$ cat src/design/v2p_config.svh
// v2p context-read front end configuration
// queue depths, backup threshold and register map
`ifndef V2P_CONFIG_SVH
`define V2P_CONFIG_SVH

// ----------------------------------------------------------
// queue sizing
// ----------------------------------------------------------
`define V2P_REQ_FIFO_DEPTH  16
`define V2P_BKUP_FIFO_DEPTH 32
// backup occupancy at which mpt issue holds off
`define V2P_BKUP_PROG_FULL  24

// ----------------------------------------------------------
// register map
// ----------------------------------------------------------
`define V2P_REG_CTRL     2'd0
`define V2P_REG_MPT_CNT  2'd1
`define V2P_REG_MTT_CNT  2'd2
`define V2P_REG_BKUP_LVL 2'd3

`endif
$ cat src/design/ctx_fifo.sv
// ctx_fifo
// first-word-fall-through synchronous fifo, head entry visible on dout
// occupancy count and programmable-full flag
module ctx_fifo #(
    parameter int WIDTH     = 8,
    parameter int DEPTH     = 16,
    parameter int PROG_FULL = 12
) (
    input  logic                       clk,
    input  logic                       rst,
    input  logic                       wr_en,
    input  logic [WIDTH-1:0]           din,
    input  logic                       rd_en,
    output logic [WIDTH-1:0]           dout,
    output logic                       full,
    output logic                       empty,
    output logic                       prog_full,
    output logic [$clog2(DEPTH+1)-1:0] level
);
    localparam int PTR_W = (DEPTH > 1) ? $clog2(DEPTH) : 1;
    localparam int CNT_W = $clog2(DEPTH + 1);

    logic [WIDTH-1:0] mem [DEPTH];
    logic [PTR_W-1:0] wr_ptr;
    logic [PTR_W-1:0] rd_ptr;
    logic [CNT_W-1:0] count;
    logic             do_wr;
    logic             do_rd;

    // wrap at DEPTH-1, depth need not be a power of two
    function automatic logic [PTR_W-1:0] ptr_next(input logic [PTR_W-1:0] ptr);
        if (ptr == PTR_W'(DEPTH - 1)) begin
            return '0;
        end
        return ptr + 1'b1;
    endfunction

    // overflow and underflow attempts are dropped
    assign do_wr = wr_en && !full;
    assign do_rd = rd_en && !empty;

    always_ff @(posedge clk or posedge rst) begin
        if (rst) begin
            wr_ptr <= '0;
            rd_ptr <= '0;
            count  <= '0;
        end else begin
            if (do_wr) begin
                wr_ptr <= ptr_next(wr_ptr);
            end
            if (do_rd) begin
                rd_ptr <= ptr_next(rd_ptr);
            end
            // occupancy only moves on a one-sided access
            case ({do_wr, do_rd})
                2'b10:   count <= count + 1'b1;
                2'b01:   count <= count - 1'b1;
                default: count <= count;
            endcase
        end
    end

    // storage array
    always_ff @(posedge clk) begin
        if (do_wr) begin
            mem[wr_ptr] <= din;
        end
    end

    assign dout      = mem[rd_ptr];
    assign full      = (count == CNT_W'(DEPTH));
    assign empty     = (count == '0);
    assign prog_full = (count >= CNT_W'(PROG_FULL));
    assign level     = count;

endmodule

$ cat config.mk
export PLATFORM = sky130hd
export DESIGN_NAME = ctx_fifo
export DESIGN_NICKNAME = d
export VERILOG_FILES = /design/src/design/v2p_config.svh /design/src/design/ctx_fifo.sv
export SDC_FILE = /design/constraint.sdc
export NUM_CORES = 1
export LEC_CHECK = 0
export BUFFER_PORTS_ARGS = -buffer_cell sky130_fd_sc_hd__buf_4
export CAP_MARGIN = 15
export CELL_PAD_IN_SITES_DETAIL_PLACEMENT = 1
export CELL_PAD_IN_SITES_GLOBAL_PLACEMENT = 1
export CORE_MARGIN = 3
export CORE_UTILIZATION = 57
export CTS_CLUSTER_DIAMETER = 120
export DETAILED_ROUTE_END_ITERATION = 12
export PLACE_DENSITY_LB_ADDON = 0.1
export RECOVER_POWER = 100
export REMOVE_ABC_BUFFERS = 1
export SYNTH_ARGS = -nofsm -noshare
export SYNTH_HDL_FRONTEND = slang
export SYNTH_SLANG_ARGS = --single-unit
export TNS_END_PERCENT = 10
$ cat constraint.sdc
create_clock -name clk -period 8.2 [get_ports clk]
set_input_delay 1.23 -clock clk [delete_from_list [all_inputs] [get_ports clk]]
set_output_delay 1.23 -clock clk [all_outputs]
set_load 0.005 [all_outputs]
==> metrics.md <==
| Metric | Value |
|---|---|
| Status | finished, violations left |
| Failing checks | capacitance limit, slew limit |
| Worst-case vdd ir drop | 213 µV |
| Synth cell types | 41 |
| CTS resizes | 0 |
| Die area | 11600 µm² |
| CTS tree | yes |
| Worst Setup SP | rd_ptr[1]$_DFFE_PP0P_ |
| Reg2reg setup slack | 5.04 ns |
| Initial antenna violation count | 0 |
| Final WL | 13600 µm |
| Final hold vios | 0 |
| MaxCap Viol Count | 1 |
| CTS Buf Count | 17 |
| Critical path arrival | 3.77 ns |
| Htree depth | 4 |
| FFs w/ async S/R, synth | 9.22% |
| Synth warn | 0 |
| Syn Inst Count | 325 |
| Crit Path Class | reg2out |
| Worst hold path class | reg2reg |
| GPL Wtd Cong | 0.785 |
| Setup tns final | 0 ns |
| Fin. max-slew vios | 45 |
| Min-delay src | level[0]$_DFFE_PP0P_ |
| Most frequent cells in the layout | edfxtp_1, inv_1, mux4_2 |
| Worst Skew | 0.00892 ns |
| Finished Core Util | 67.0% |
| Highest Clock Rate | 0.200 GHz |
| Core area | 9910 µm² |
| Violation count after the first detailed-routing iteration | 287 |
| Initial Util | 59.6% |
| Leakage | 0.00231 µW |
| Worst endpoint required time | 6.97 ns |
| CP Max Fanout | 44 |
| Hold buffers post-CTS | 0 |
| Postcts setup bufs | 0 |
| Tcrit/Tclk final | 61.0% |
| Clock sinks | 141 |
| Headroom to the max-slew limit | -41.8% |
| Detailed placement HPWL | 8460 µm |
| Pwr dens | 358 nW/µm² |
| Synth Cell Area | 5900 µm² |
| Commonest non-fill, non-tap cell in the layout | edfxtp_1 |
| Synth area leaders | edfxtp_1, mux4_2, dfrtp_1, mux4_1, mux2_4 |
| Worst-Margin Slew | 2.13 ns |
| First-pass GRT wire length | 21200 µm |
| Clock root cell | clkbuf_8 |
| Post-Syn Area per Cell | 18.2 µm² |
| Area leader, netlist | edfxtp_1 |
| DR DRC count | 0 |
| Gr usage total | 26.0% |
| Via/cell ratio | 6.10 |
| Synth Flop Type | edfxtp_1 |
| Share of layout cells above drive strength 1 | 21.2% |
| 1st-pass router iterations | 4 |
| Startpoint types | flop |
| Die width | 108 µm |
| DR vias | 3088 |
| Drt wl/cell | 26.9 µm |
| # IOs | 28 |
| Row Count | 36 |
| IO Port Bufs | 27 |
| Clock tree buffer depth | 2 |
| ANT nets after route | 0 |
| Vias in the first global route | 3445 |
| Sequential-to-total area share from yosys stat | 70.6% |
| Crit end category | primary output |
| Min cycle time layout | 5.00 ns |
| Total grt overflow | 0 |
| Share of the synthesized area in the top cell type | 65.1% |
| Skew-Pair Late Insertion Delay | 0.52 ns |
| # nets final | 382 |
| Largest net degree at the start of global routing | 45 |
| RSZ-0062 raised after global routing | no |
| Diode count | 0 |
| Post-synth EDFFs | 128 |
| Area grow syn2layout | 12.4% |
| Final number of setup-violating endpoints | 0 |
| Worst-path clk slew | 0.06 ns |
| Origin of the critical flop-to-flop path | level[0]$_DFFE_PP0P_ |
| Flops & latches, synth | 141 |
| Die Height | 108 µm |
[layout make-up]
class | instances | area (µm²)
clock buffer | 22 | 443
clock inverter | 10 | 52.6
fill | 873 | 3270
inverter | 17 | 63.8
multi-input combinational | 151 | 1550
sequential | 141 | 4170
tap | 133 | 166
timing repair buffer | 32 | 195
[routing by layer]
metal / GRT usage (%) / share of wire [%]
met1: 35.0 / 41
met5: 0 / 0
met4: 9.83 / 1.6
met2: 42.9 / 53
met3: 4.26 / 4.6
[state kept, by name, summed over array words and instances, names as in the netlist]
signal,cells
wr_ptr,4
mem,128
rd_ptr,4
level,5
[worst paths after layout]
path                                         endpoint  depth (start not counted)
worst max-delay path                          dout[7]                          5
worst min-delay path             level[0]$_DFFE_PP0P_                          1
worst max register to register   level[4]$_DFFE_PP0P_                          9
worst min register to register   level[0]$_DFFE_PP0P_                          1
max in group asynchronous       wr_ptr[0]$_DFFE_PP0P_                          2
min in group asynchronous       rd_ptr[2]$_DFFE_PP0P_                          2
[cell families (layout without fill, tap and decap cells)]
kind of cell,Yosys count,after routing,synth area share [%]
buf+inv,33,81,2.97
xor+xnor,6,6,0.890
mux,43,43,13.8
flops,141,141,70.6
fa+ha+maj,10,10,2.25
compound gates,41,41,5.24
simple gates,51,51,4.18
[power breakdown]
group | internal, µW | leakage, µW | switching, µW
logic | 366 | 0.000757 | 348
registers | 878 | 0.00131 | 133
clock network | 373 | 0.000243 | 276
total | 1620 | 0.00231 | 757
[cells in the mapped netlist (3+ instances only)]
master / count
edfxtp_1: 128
inv_1: 17
mux4_2: 17
nor2_1: 14
dfrtp_1: 13
nand2_1: 13
mux2_4: 10
o21ai_0: 10
ha_1: 9
nor2b_1: 9
a221o_1: 8
mux4_1: 7
mux2_2: 6
o21ai_1: 6
clkbuf_1: 5
o221ai_1: 5
buf_2: 4
nor3_1: 4
xnor2_1: 4
a21o_1: 3
a21oi_1: 3
buf_6: 3
nand2b_1: 3
nand3_1: 3
o221ai_2: 3
[metrics by stage]
step                hold WS [ns]  setup WS (ns)  cells  total power, µW  area, µm²
floorplan                  0.537           4.66    309             1440       5790
global placement           0.557           4.56    472             1700       6180
detailed placement         0.552           4.51    474             1740       6200
CTS                        0.567           3.93    506             2390       6690
global route               0.601           3.05    506             2490       6640
finish                     0.563           3.20    506             2370       6640
[worst max-delay path: stages (launching register included)]
cell and delay (ns):
dfrtp_1 1.77, mux2_2 0.47, o221ai_1 0.25, o21ai_0 0.17
a221o_1 0.42, buf_4 0.15
No activity file was read; power rests on OpenSTA's default activity.
