## src/design/v2p_config.svh

```systemverilog
// v2p context-read front end configuration
// queue depths, backup threshold and register map
`ifndef V2P_CONFIG_SVH
`define V2P_CONFIG_SVH

// ----------------------------------------------------------
// queue sizing
// ----------------------------------------------------------
`define V2P_REQ_FIFO_DEPTH  16
`define V2P_BKUP_FIFO_DEPTH 32
// backup occupancy at which mpt issue holds off
`define V2P_BKUP_PROG_FULL  24

// ----------------------------------------------------------
// register map
// ----------------------------------------------------------
`define V2P_REG_CTRL     2'd0
`define V2P_REG_MPT_CNT  2'd1
`define V2P_REG_MTT_CNT  2'd2
`define V2P_REG_BKUP_LVL 2'd3

`endif
```

## src/design/v2p_pkg.sv

```systemverilog
// v2p context-read types
// request, backup and dma read head layouts plus width typedefs
package v2p_pkg;

    // ----------------------------------------------------------
    // field widths
    // ----------------------------------------------------------
    typedef logic [63:0] ctx_index_t;
    typedef logic [2:0]  ctx_opcode_t;
    typedef logic [31:0] ctx_len_t;
    typedef logic [63:0] host_addr_t;
    typedef logic [11:0] dma_len_t;

    // register port
    typedef logic [1:0]  cfg_addr_t;
    typedef logic [31:0] cfg_data_t;

    // ----------------------------------------------------------
    // queue entries
    // ----------------------------------------------------------
    // request from metadata logic, 163 bits, index at the top
    typedef struct packed {
        ctx_index_t  index;
        ctx_opcode_t opcode;
        ctx_len_t    len;
        host_addr_t  addr;
    } ctx_rd_req_t;

    // mpt backup, 99 bits, matched against returning data
    typedef struct packed {
        ctx_index_t  index;
        ctx_opcode_t opcode;
        ctx_len_t    len;
    } ctx_bkup_t;

    // single-beat dma read head, 128 bits
    // reserved fields stay zero
    typedef struct packed {
        logic [31:0] rsvd_hi;
        host_addr_t  addr;
        logic [19:0] rsvd_lo;
        dma_len_t    byte_len;
    } dma_rd_head_t;

endpackage

```

## src/design/rdctx_regs.sv

```systemverilog
// rdctx_regs
// channel enable control, per-channel issue counters, backup level status
// writes land on the next edge, reads are combinational
`include "v2p_config.svh"

module rdctx_regs (
    input  logic                                      clk,
    input  logic                                      rst,
    input  logic                                      cfg_wr_en,
    input  v2p_pkg::cfg_addr_t                        cfg_addr,
    input  v2p_pkg::cfg_data_t                        cfg_wdata,
    output v2p_pkg::cfg_data_t                        cfg_rdata,
    input  logic                                      mpt_issue,
    input  logic                                      mtt_issue,
    input  logic [$clog2(`V2P_BKUP_FIFO_DEPTH+1)-1:0] bkup_level,
    output logic                                      mpt_en,
    output logic                                      mtt_en
);

    // bit 0 enables mpt, bit 1 enables mtt
    logic [1:0]         ctrl_q;
    v2p_pkg::cfg_data_t mpt_cnt_q;
    v2p_pkg::cfg_data_t mtt_cnt_q;

    // ----------------------------------------------------------
    // write side
    // ----------------------------------------------------------
    always_ff @(posedge clk or posedge rst) begin
        if (rst) begin
            ctrl_q    <= 2'b11;
            mpt_cnt_q <= '0;
            mtt_cnt_q <= '0;
        end else begin
            if (cfg_wr_en && cfg_addr == `V2P_REG_CTRL) begin
                ctrl_q <= cfg_wdata[1:0];
            end
            // any write to a counter clears it, wraps otherwise
            if (cfg_wr_en && cfg_addr == `V2P_REG_MPT_CNT) begin
                mpt_cnt_q <= '0;
            end else if (mpt_issue) begin
                mpt_cnt_q <= mpt_cnt_q + 1'b1;
            end
            if (cfg_wr_en && cfg_addr == `V2P_REG_MTT_CNT) begin
                mtt_cnt_q <= '0;
            end else if (mtt_issue) begin
                mtt_cnt_q <= mtt_cnt_q + 1'b1;
            end
        end
    end

    // read mux
    always_comb begin
        case (cfg_addr)
            `V2P_REG_CTRL:    cfg_rdata = {30'b0, ctrl_q};
            `V2P_REG_MPT_CNT: cfg_rdata = mpt_cnt_q;
            `V2P_REG_MTT_CNT: cfg_rdata = mtt_cnt_q;
            default:          cfg_rdata = v2p_pkg::cfg_data_t'(bkup_level);
        endcase
    end

    assign mpt_en = ctrl_q[0];
    assign mtt_en = ctrl_q[1];

endmodule

```

## config.mk

```make
export PLATFORM = sky130hd
export DESIGN_NAME = rdctx_regs
export DESIGN_NICKNAME = d
export VERILOG_FILES = /design/src/design/v2p_pkg.sv /design/src/design/rdctx_regs.sv
export VERILOG_INCLUDE_DIRS = /design/src /design/src/design
export SDC_FILE = /design/constraint.sdc
export NUM_CORES = 1
export LEC_CHECK = 0
export BUFFER_PORTS_ARGS = -buffer_cell sky130_fd_sc_hd__buf_2
export CAP_MARGIN = 20
export CORE_MARGIN = 2
export CORE_UTILIZATION = 55
export CTS_CLUSTER_DIAMETER = 60
export DETAILED_ROUTE_END_ITERATION = 10
export GPL_TIMING_DRIVEN = 0
export PLACE_DENSITY = 0.8
export SETUP_SLACK_MARGIN = 0.4
export SLEW_MARGIN = 20
export SYNTH_ARGS = -nofsm -noshare
export SYNTH_HDL_FRONTEND = slang
export SYNTH_SLANG_ARGS = --single-unit
```

## constraint.sdc

```tcl
create_clock -name clk -period 5 [get_ports clk]
set_input_delay 0.75 -clock clk [delete_from_list [all_inputs] [get_ports clk]]
set_output_delay 0.75 -clock clk [all_outputs]
set_load 0.02 [all_outputs]
```

==> results.md <==
- DRT antenna net count: 0
- CP dominant cell by count: clkbuf_1
- Top Family by Delay on Critical Path: buffers and inverters
- Aggregate global routing overflow: 0
- Status: completed
- Worst path max stage delay: ~380 ps
- Slew of the pin with the lowest slew margin: between 1000 and 1500 ps
- Row Count: 30
- Global-route wire length before repair: between 15 and 20 mm
- Worst Path Buf+Inv: 4
- Peak supply drop: between 0.2 and 0.25 mV
- Number of H-tree levels: 3
- Final nets: around 520
- Most common cell after layout, fill and taps aside: dfrtp_1
- Die Y: between 80 and 90 um
- Syn_area_per_cell: about 9.3 sq um
- Critical Path Start Type: input pin
- #FFs+latches synth: 66
- Vias in the first global route: about 3400
- Min cycle time layout: between 3000 and 4000 ps
- Ys Warns: 0
- Setup TNS: 0 ps
- DRC: 0
- # Max-Cap Violations: 0
- Starting Density: between 50% and 60%
- Seq/Total Area, Yosys: a little over two fifths
- # setup viols final: 0
- CTS Sinks: between 60 and 70
- Predominant post-synthesis flop cell: dfrtp_1
- CTS Buf Count: 9
- Synthesized Nets: ~470
- Clock tree buffer depth: 2
- Pleak: just under 0.002 uW
- Critical path cell sequence: clkbuf_1 -> nor2b_1 -> clkbuf_1 -> buf_1 -> a22o_1 -> buf_2
- WS Path Type: in2out
- Final period util: between 60 and 70%
- Async SR Flop Fraction: 100%
- Commonest non-fill, non-tap cells in the layout: dfrtp_1, buf_2, nand2_1, a21oi_1, a22o_1
- Tot GR Track Use: between 20 and 30%
- Worst Skew: between 5 and 6 ps
- Stages on worst setup path: 6
- CTS tree: yes
- Number of synthesized flops with an enable pin: 0
- WHS: between 300 and 400 ps
- Cts hold-fix bufs: 0
- Netlist Area Pre-Place: 3920 sq um
- Worst-path clk slew: about 70 ps
- Core ar.: between 6000 and 7000 sq um
- Vias per inst: 6.23
- Drt initial violations: roughly 220
- Antenna cells: 0
- Worst hold path type: in2async
- Crit path arrival time: 2350 ps
- Final hold vios: 0
- DPL Wire Length: between 7 and 8 mm
- Post-CTS resize count: 0
- Max_slew headroom: approximately a quarter
- Overall power: approximately 1300 uW
- Unique masters post-synth: ~40
- I/O pin cnt: between 70 and 80
- Post-layout util: approximately two thirds
- Via count: 3594
- Port bufs: 44
- Worst EP required: between 4000 and 5000 ps
- Clk_lat worst skew: ~350 ps
- Synthesis-to-finish area growth: 15.8%
- Avg WL per Cell: between 15 and 20 um
- Root Driver: clkbuf_8
- Total Routed Length: approximately 10 mm
- Cell at the slowest stage of the critical path: buf_1
- Post-CTS setup buffers: 0
- Crit-path max FO: 10
- Antenna violations before repair: 0
- Synth Instances: 420
- RePlAce Congestion: 0.883
- Dpl ws: 1890 ps
- Max Freq: ~0.32 GHz
- Crit. End Element: output pin
- Unrepaired setup endpoints after global routing: false
- Die area: 7810 sq um
- DRT Pass-1 Iters: 4
- Horiz. Die Dim: 88.4 um
- Setup ws final: 1900 ps
- Layout cells sized above 1: roughly 17%
- Cell Pwr Density: 293 nW/um^2
- Largest net degree at the start of global routing: 49
- R2R depth: 6
- Final Max Slew Viols: 0
[registers in the layout, indices dropped and copies added, names as in the netlist]
| register | flops |
|---|---|
| mtt_cnt_q | 32 |
| mpt_cnt_q | 32 |
| ctrl_q | 2 |
[kinds of logic after synthesis]
kind of cell	after synthesis	synth area share [%]
buf+inv	32	3.26
flops	66	42.2
xor+xnor	20	4.47
mux	14	4.41
compound gates	108	19.1
simple gates	178	25.8
fa+ha+maj	2	0.639
[per-layer routing]
layer	up-vias	track usage (%)	wire [um]	share of wire (%)
li1	1732	-	-	-
met1	1725	38.3	4500	44
met2	112	44.2	4870	48
met3	25	4.66	480	4.7
met4	0	11.7	280	2.8
met5	-	0	0	0
[per-stage QoR]
stage | cell area [sq um] | instances
after floorplan | 3920 | 420
after global placement | 4260 | 560
after detailed placement | 4290 | 561
after CTS | 4520 | 577
after global routing | 4540 | 577
final | 4540 | 577
[path summary, 6_finish.rpt]
path	startpoint	end	slack, ps
setup / recovery	cfg_addr[0]	cfg_rdata[30]	1900
hold / removal	rst	mpt_cnt_q[1]	340
setup reg to reg	mtt_cnt_q[0]	mtt_cnt_q[20]	2630
hold reg to reg	mpt_cnt_q[31]	mpt_cnt_q[31]	570
max in group asynchronous	rst	ctrl_q[0]	4120
min in group clk	mpt_cnt_q[31]	mpt_cnt_q[31]	570
[cell type report]
class	count	area [sq um]
clock buffer	12	165
clock inverter	4	72.6
tap	96	120
fill	590	2290
sequential	66	1650
inverter	5	21.3
buffer	27	109
multi-input combinational	322	2150
timing repair buffer	45	248
[cell usage after synthesis, drive strengths merged (3+ instances only)]
library cell / instances / area share (%)
nor4: 7 / 1.1
a21oi: 33 / 4.2
xor2: 11 / 2.5
dfrtp: 64 / 41
a22o: 30 / 6.7
xnor2: 9 / 2.0
nor2: 24 / 2.3
o31ai: 21 / 4.0
inv: 5 / 0.48
and2: 8 / 1.3
clkbuf: 17 / 1.6
or3: 13 / 2.1
buf: 10 / 1.2
a41o: 3 / 0.77
mux2i: 6 / 1.5
and4: 7 / 1.6
nand3: 16 / 2.0
a31oi: 3 / 0.48
nand4: 20 / 3.5
mux2: 6 / 1.7
nand2b: 6 / 0.96
nand2: 36 / 3.5
o21ai: 11 / 1.4
or4: 24 / 4.6
and3: 9 / 1.4
[report_power, final]
part,leakage (uW),internal [uW],switching (uW)
registers,0.000905,570,60.4
logic,0.000921,74.4,99.0
clock network,0.000119,321,206
total,0.00194,966,365
(Power assumes the default switching activity.)
