<file path="src/design/v2p_config.svh">
// v2p context-read front end configuration
// queue depths, backup threshold and register map
`ifndef V2P_CONFIG_SVH
`define V2P_CONFIG_SVH

// ----------------------------------------------------------
// queue sizing
// ----------------------------------------------------------
`define V2P_REQ_FIFO_DEPTH  16
`define V2P_BKUP_FIFO_DEPTH 32
// backup occupancy at which mpt issue holds off
`define V2P_BKUP_PROG_FULL  24

// ----------------------------------------------------------
// register map
// ----------------------------------------------------------
`define V2P_REG_CTRL     2'd0
`define V2P_REG_MPT_CNT  2'd1
`define V2P_REG_MTT_CNT  2'd2
`define V2P_REG_BKUP_LVL 2'd3

`endif
</file>
<file path="src/design/v2p_pkg.sv">
// v2p context-read types
// request, backup and dma read head layouts plus width typedefs
package v2p_pkg;

    // ----------------------------------------------------------
    // field widths
    // ----------------------------------------------------------
    typedef logic [63:0] ctx_index_t;
    typedef logic [2:0]  ctx_opcode_t;
    typedef logic [31:0] ctx_len_t;
    typedef logic [63:0] host_addr_t;
    typedef logic [11:0] dma_len_t;

    // register port
    typedef logic [1:0]  cfg_addr_t;
    typedef logic [31:0] cfg_data_t;

    // ----------------------------------------------------------
    // queue entries
    // ----------------------------------------------------------
    // request from metadata logic, 163 bits, index at the top
    typedef struct packed {
        ctx_index_t  index;
        ctx_opcode_t opcode;
        ctx_len_t    len;
        host_addr_t  addr;
    } ctx_rd_req_t;

    // mpt backup, 99 bits, matched against returning data
    typedef struct packed {
        ctx_index_t  index;
        ctx_opcode_t opcode;
        ctx_len_t    len;
    } ctx_bkup_t;

    // single-beat dma read head, 128 bits
    // reserved fields stay zero
    typedef struct packed {
        logic [31:0] rsvd_hi;
        host_addr_t  addr;
        logic [19:0] rsvd_lo;
        dma_len_t    byte_len;
    } dma_rd_head_t;

endpackage

</file>
<file path="src/design/dma_read_ctx.sv">
// dma_read_ctx
// pops mpt/mtt context requests and turns each into a one-beat dma read head
// mpt requests also leave a backup entry for the mpt consumer
module dma_read_ctx (
    input  logic                   clk,
    input  logic                   rst,
    // mpt request queue
    input  v2p_pkg::ctx_rd_req_t   mpt_req,
    input  logic                   mpt_req_empty,
    output logic                   mpt_req_rd_en,
    // mtt request queue
    input  v2p_pkg::ctx_rd_req_t   mtt_req,
    input  logic                   mtt_req_empty,
    output logic                   mtt_req_rd_en,
    // backup queue write side
    input  logic                   bkup_prog_full,
    output logic                   bkup_wr_en,
    output v2p_pkg::ctx_bkup_t     bkup_din,
    // channel enables
    input  logic                   mpt_en,
    input  logic                   mtt_en,
    // dma engine
    output logic                   mpt_rd_req_valid,
    output v2p_pkg::dma_rd_head_t  mpt_rd_req_head,
    input  logic                   mpt_rd_req_ready,
    output logic                   mtt_rd_req_valid,
    output v2p_pkg::dma_rd_head_t  mtt_rd_req_head,
    input  logic                   mtt_rd_req_ready
);

    logic                  mpt_pop;
    logic                  mtt_pop;
    logic                  mpt_valid_q;
    logic                  mtt_valid_q;
    logic                  bkup_wr_q;
    v2p_pkg::dma_rd_head_t mpt_head_q;
    v2p_pkg::dma_rd_head_t mtt_head_q;
    v2p_pkg::ctx_bkup_t    bkup_din_q;

    // addr passes through, byte length keeps the low 12 bits of len
    function automatic v2p_pkg::dma_rd_head_t make_head(input v2p_pkg::ctx_rd_req_t req);
        v2p_pkg::dma_rd_head_t head;
        head          = '0;
        head.addr     = req.addr;
        head.byte_len = req.len[11:0];
        return head;
    endfunction

    // ----------------------------------------------------------
    // pop decision
    // ----------------------------------------------------------
    // mpt also needs the backup queue below its threshold
    assign mpt_pop = !mpt_req_empty && mpt_rd_req_ready && !bkup_prog_full && mpt_en;
    assign mtt_pop = !mtt_req_empty && mtt_rd_req_ready && mtt_en;

    assign mpt_req_rd_en = mpt_pop;
    assign mtt_req_rd_en = mtt_pop;

    // ----------------------------------------------------------
    // registered strobes one cycle after the pop
    // ----------------------------------------------------------
    always_ff @(posedge clk or posedge rst) begin
        if (rst) begin
            mpt_valid_q <= 1'b0;
            mtt_valid_q <= 1'b0;
            bkup_wr_q   <= 1'b0;
        end else begin
            mpt_valid_q <= mpt_pop;
            bkup_wr_q   <= mpt_pop;
            mtt_valid_q <= mtt_pop;
        end
    end

    // head and backup payload are zero whenever nothing was popped
    always_ff @(posedge clk) begin
        mpt_head_q <= mpt_pop ? make_head(mpt_req) : '0;
        mtt_head_q <= mtt_pop ? make_head(mtt_req) : '0;
        if (mpt_pop) begin
            bkup_din_q.index  <= mpt_req.index;
            bkup_din_q.opcode <= mpt_req.opcode;
            bkup_din_q.len    <= mpt_req.len;
        end else begin
            bkup_din_q <= '0;
        end
    end

    assign mpt_rd_req_valid = mpt_valid_q;
    assign mpt_rd_req_head  = mpt_head_q;
    assign mtt_rd_req_valid = mtt_valid_q;
    assign mtt_rd_req_head  = mtt_head_q;
    assign bkup_wr_en       = bkup_wr_q;
    assign bkup_din         = bkup_din_q;

endmodule

</file>
<file path="config.mk">
export PLATFORM = sky130hd
export DESIGN_NAME = dma_read_ctx
export DESIGN_NICKNAME = d
export VERILOG_FILES = /design/src/design/v2p_config.svh /design/src/design/v2p_pkg.sv /design/src/design/dma_read_ctx.sv
export SDC_FILE = /design/constraint.sdc
export NUM_CORES = 1
export LEC_CHECK = 0
export BUFFER_PORTS_ARGS = -buffer_cell sky130_fd_sc_hd__buf_2
export CORE_AREA = 4 4 268 270
export DETAILED_ROUTE_END_ITERATION = 12
export DIE_AREA = 0 0 272 274
export GPL_TIMING_DRIVEN = 0
export PLACE_DENSITY_LB_ADDON = 0.08
export SLEW_MARGIN = 20
export SYNTH_ARGS = -nofsm -noshare
export SYNTH_HDL_FRONTEND = slang
export SYNTH_SLANG_ARGS = --single-unit
export TNS_END_PERCENT = 50
</file>
<file path="constraint.sdc">
create_clock -name clk -period 0.8 [get_ports clk]
set_input_delay 0.04 -clock clk [delete_from_list [all_inputs] [get_ports clk]]
set_output_delay 0.04 -clock clk [all_outputs]
set_load 0.01 [all_outputs]
</file>
==> results_dict.tcl <==
set metrics [dict create \
    placed_cells 2173 \
    antenna_found_initial 1 \
    hold_ws_ns 0.187 \
    ir_drop_uv 1100 \
    io_pins 695 \
    yosys-top-cells-count "and2_1 (239), dfxtp_1 (239), buf_4 (119)" \
    finalCritPeriodShare_pct 155 \
    route.met2.wl_mm 17.5 \
    gp_congestion 0.752 \
    fin_crit_ns 1.24 \
    synthFlopType "dfxtp_1" \
    hold_class "in -> reg" \
    ys_ff_latch 241 \
    post-place-ws_ns -0.785 \
    cts_max_level 2 \
    fin_ws_ns -0.442 \
    hold_violations 0 \
    hpwl_mm 26.1 \
    path_class "reg -> out" \
    hp-start "mtt_req_empty" \
    die-area_um2 74500 \
    setup-violations-final 256 \
    die-width_um 272 \
    status "complete, but fails checks" \
    synth_area_um2 7370 \
    slew_violations 0 \
    drt_iter0_markers 96 \
    n_fill_cell 7642 \
    start_util_pct 10.6 \
    endpoint_kind "primary output" \
    post-route-util_pct 23.7 \
    cap_violations 0 \
    diodes 0 \
    cp_max_fo 2 \
    rsz0062_at_grt "true" \
    cp.required_ns 0.76 \
    port_buffers 503 \
    fmax_mhz 805 \
    yosysTopAreaCellShare_pct 64.9 \
    violations "setup timing" \
    grt_overflow_total 0 \
    ctsRootBufferMaster "clkbuf_16" \
    p_leak_nw 7.94 \
    cts_buffer_depth 3 \
    cts_buffers 34 \
    synth-edff-count 0 \
    die_height_um 274 \
    drc 0 \
    area_delta_synth_final_pct 123 \
    routed.top_layer "met4" \
    setup.worst_path.end "mpt_rd_req_valid" \
    yosys.cell_types.count 11 \
    grt_usage_pct 8.40 \
    syn_avg_cell_area_um2 11.8 \
    multi_input_area_um2 1910 \
    synth_warnings 0 \
    powerDensity_nw_per_um2 1860 \
    crit_arrival_ns 1.20 \
    ant_nets 0 \
    grt_pass1_wl_mm 46.9 \
    critical_path.startpoint "bkup_wr_en" \
    finalNonFillerCells 2473 \
    grt_start_max_net_pins 11 \
    start_kind "register" \
    syn_inst 627 \
    vias 6838 \
    via_per_inst 2.77 \
    netlist_top_cells_area "dfxtp_1 (65%), and2_1 (20%), buf_4 (12%)" \
    wl_mm 33.4 \
    area.sequential_um2 5060 \
    rows 97 \
    post-synth-top-area-cell "dfxtp_1" \
    path_clk_slew_ns 0.06 \
    ys_async_sr_fraction_pct 0.830 \
    drt_first_pass_iters 4 \
    wl_met3_mm 3.61 \
    wl_met1_mm 11.4 \
    grt_pass1_vias 7406 \
    wl_per_cell_um 13.5 \
    clock-sinks 241 \
    core_area_um2 69500 \
    ys_seq_area_share_pct 65.6 \
    finalNetCount 1850 \
    cts_tree "yes" \
    drive_gt1_share_pct 56.0 \
]
-- worst max-delay path, cell delays in order (launching register included) --
cell	delay, ns
dfrtp_1	0.43
buf_6	0.14
buf_6	0.11
-- sequential cells by signal, summed over array words and instances (netlist names) --
signal,flops
bkup_din,99
mtt_rd_req_head,76
mtt_rd_req_valid,1
bkup_wr_en,1
mpt_rd_req_head,64
-- cells by family after synthesis --
logic type | synth area share (%)
other | 0.0509
flip-flops | 65.6
buffers and inverters | 13.8
AND/OR/NAND/NOR | 20.6
-- cell type report --
cell class | count | share of cell area (%)
plain buffers | 143 | 6.72
well taps | 940 | 7.15
inverters | 1 | 0.0228
clock inverters | 5 | 0.722
flip-flops and latches | 241 | 30.7
multi-input cells | 345 | 11.6
repair buffers | 749 | 37.2
clock buffers | 49 | 5.82
-- how the worst min path moves through the flow --
stage	end	slack, ns	depth (start not counted)
after global routing	mtt_rd_req_valid	0.19	4
after detailed placement	bkup_wr_en	-0.1	2
after global placement	bkup_wr_en	-0.10	2
after floorplan	bkup_wr_en	-0.22	1
final	mtt_rd_req_valid	0.19	4
after CTS	mtt_rd_req_valid	0.17	4
-- layer usage --
metal	track usage [%]	up-vias
met4	3.05	0
li1	-	3437
met1	8.09	3000
met2	15.8	345
met3	3.78	56
met5	0	-
-- cell usage in the layout (no fill, tap or decap) --
cell type      Yosys  final
and3b_4            0      1
dfxtp_1          239     76
dfrtp_1            2      2
clkbuf_2           9      8
and2_1           239    239
inv_6              0      1
buf_8              0      2
inv_16             0      1
clkbuf_8           0      3
conb_1             1    104
buf_6              0    198
buf_2             12    326
inv_1              1      1
dfxtp_4            0      7
bufinv_16          0      3
buf_4            119    112
buf_12             0      1
clkbuf_4           0      3
and4bb_4           0      1
dlygate4sd3_1      0    241
dfxtp_2            0    156
clkbuf_1           3     12
clkbuf_16          0     35
-- repair_timing --
item                       in CTS  in global routing
resized for setup             348                103
setup endpoints to repair     320                277
hold buffers                  241                  0
hold endpoints to repair      241                  0
buffers inserted                5                  0
pin swaps                       1                  0
-- per-stage QoR --
stage / instance area, µm² / power [W] / TNS, ns
2_1_floorplan: 7760 / 0.0135 / -0.0691
3_3_place_gp: 11500 / 0.0145 / -128.85
3_5_place_dp: 11500 / 0.0145 / -130.21
4_1_cts: 16100 / 0.0315 / -67.63
5_1_grt: 16500 / 0.0321 / -66.22
6_report: 16500 / 0.0306 / -51.87
-- report_power, final --
| group | switching [W] | internal, W | total [W] |
|---|---|---|---|
| Combinational | 0.00111 | 0.00209 | 0.00320 |
| Sequential | 0.000102 | 0.0123 | 0.0124 |
| Clock | 0.00576 | 0.00926 | 0.0150 |
| Total | 0.00697 | 0.0236 | 0.0306 |
(Power assumes the default switching activity.)
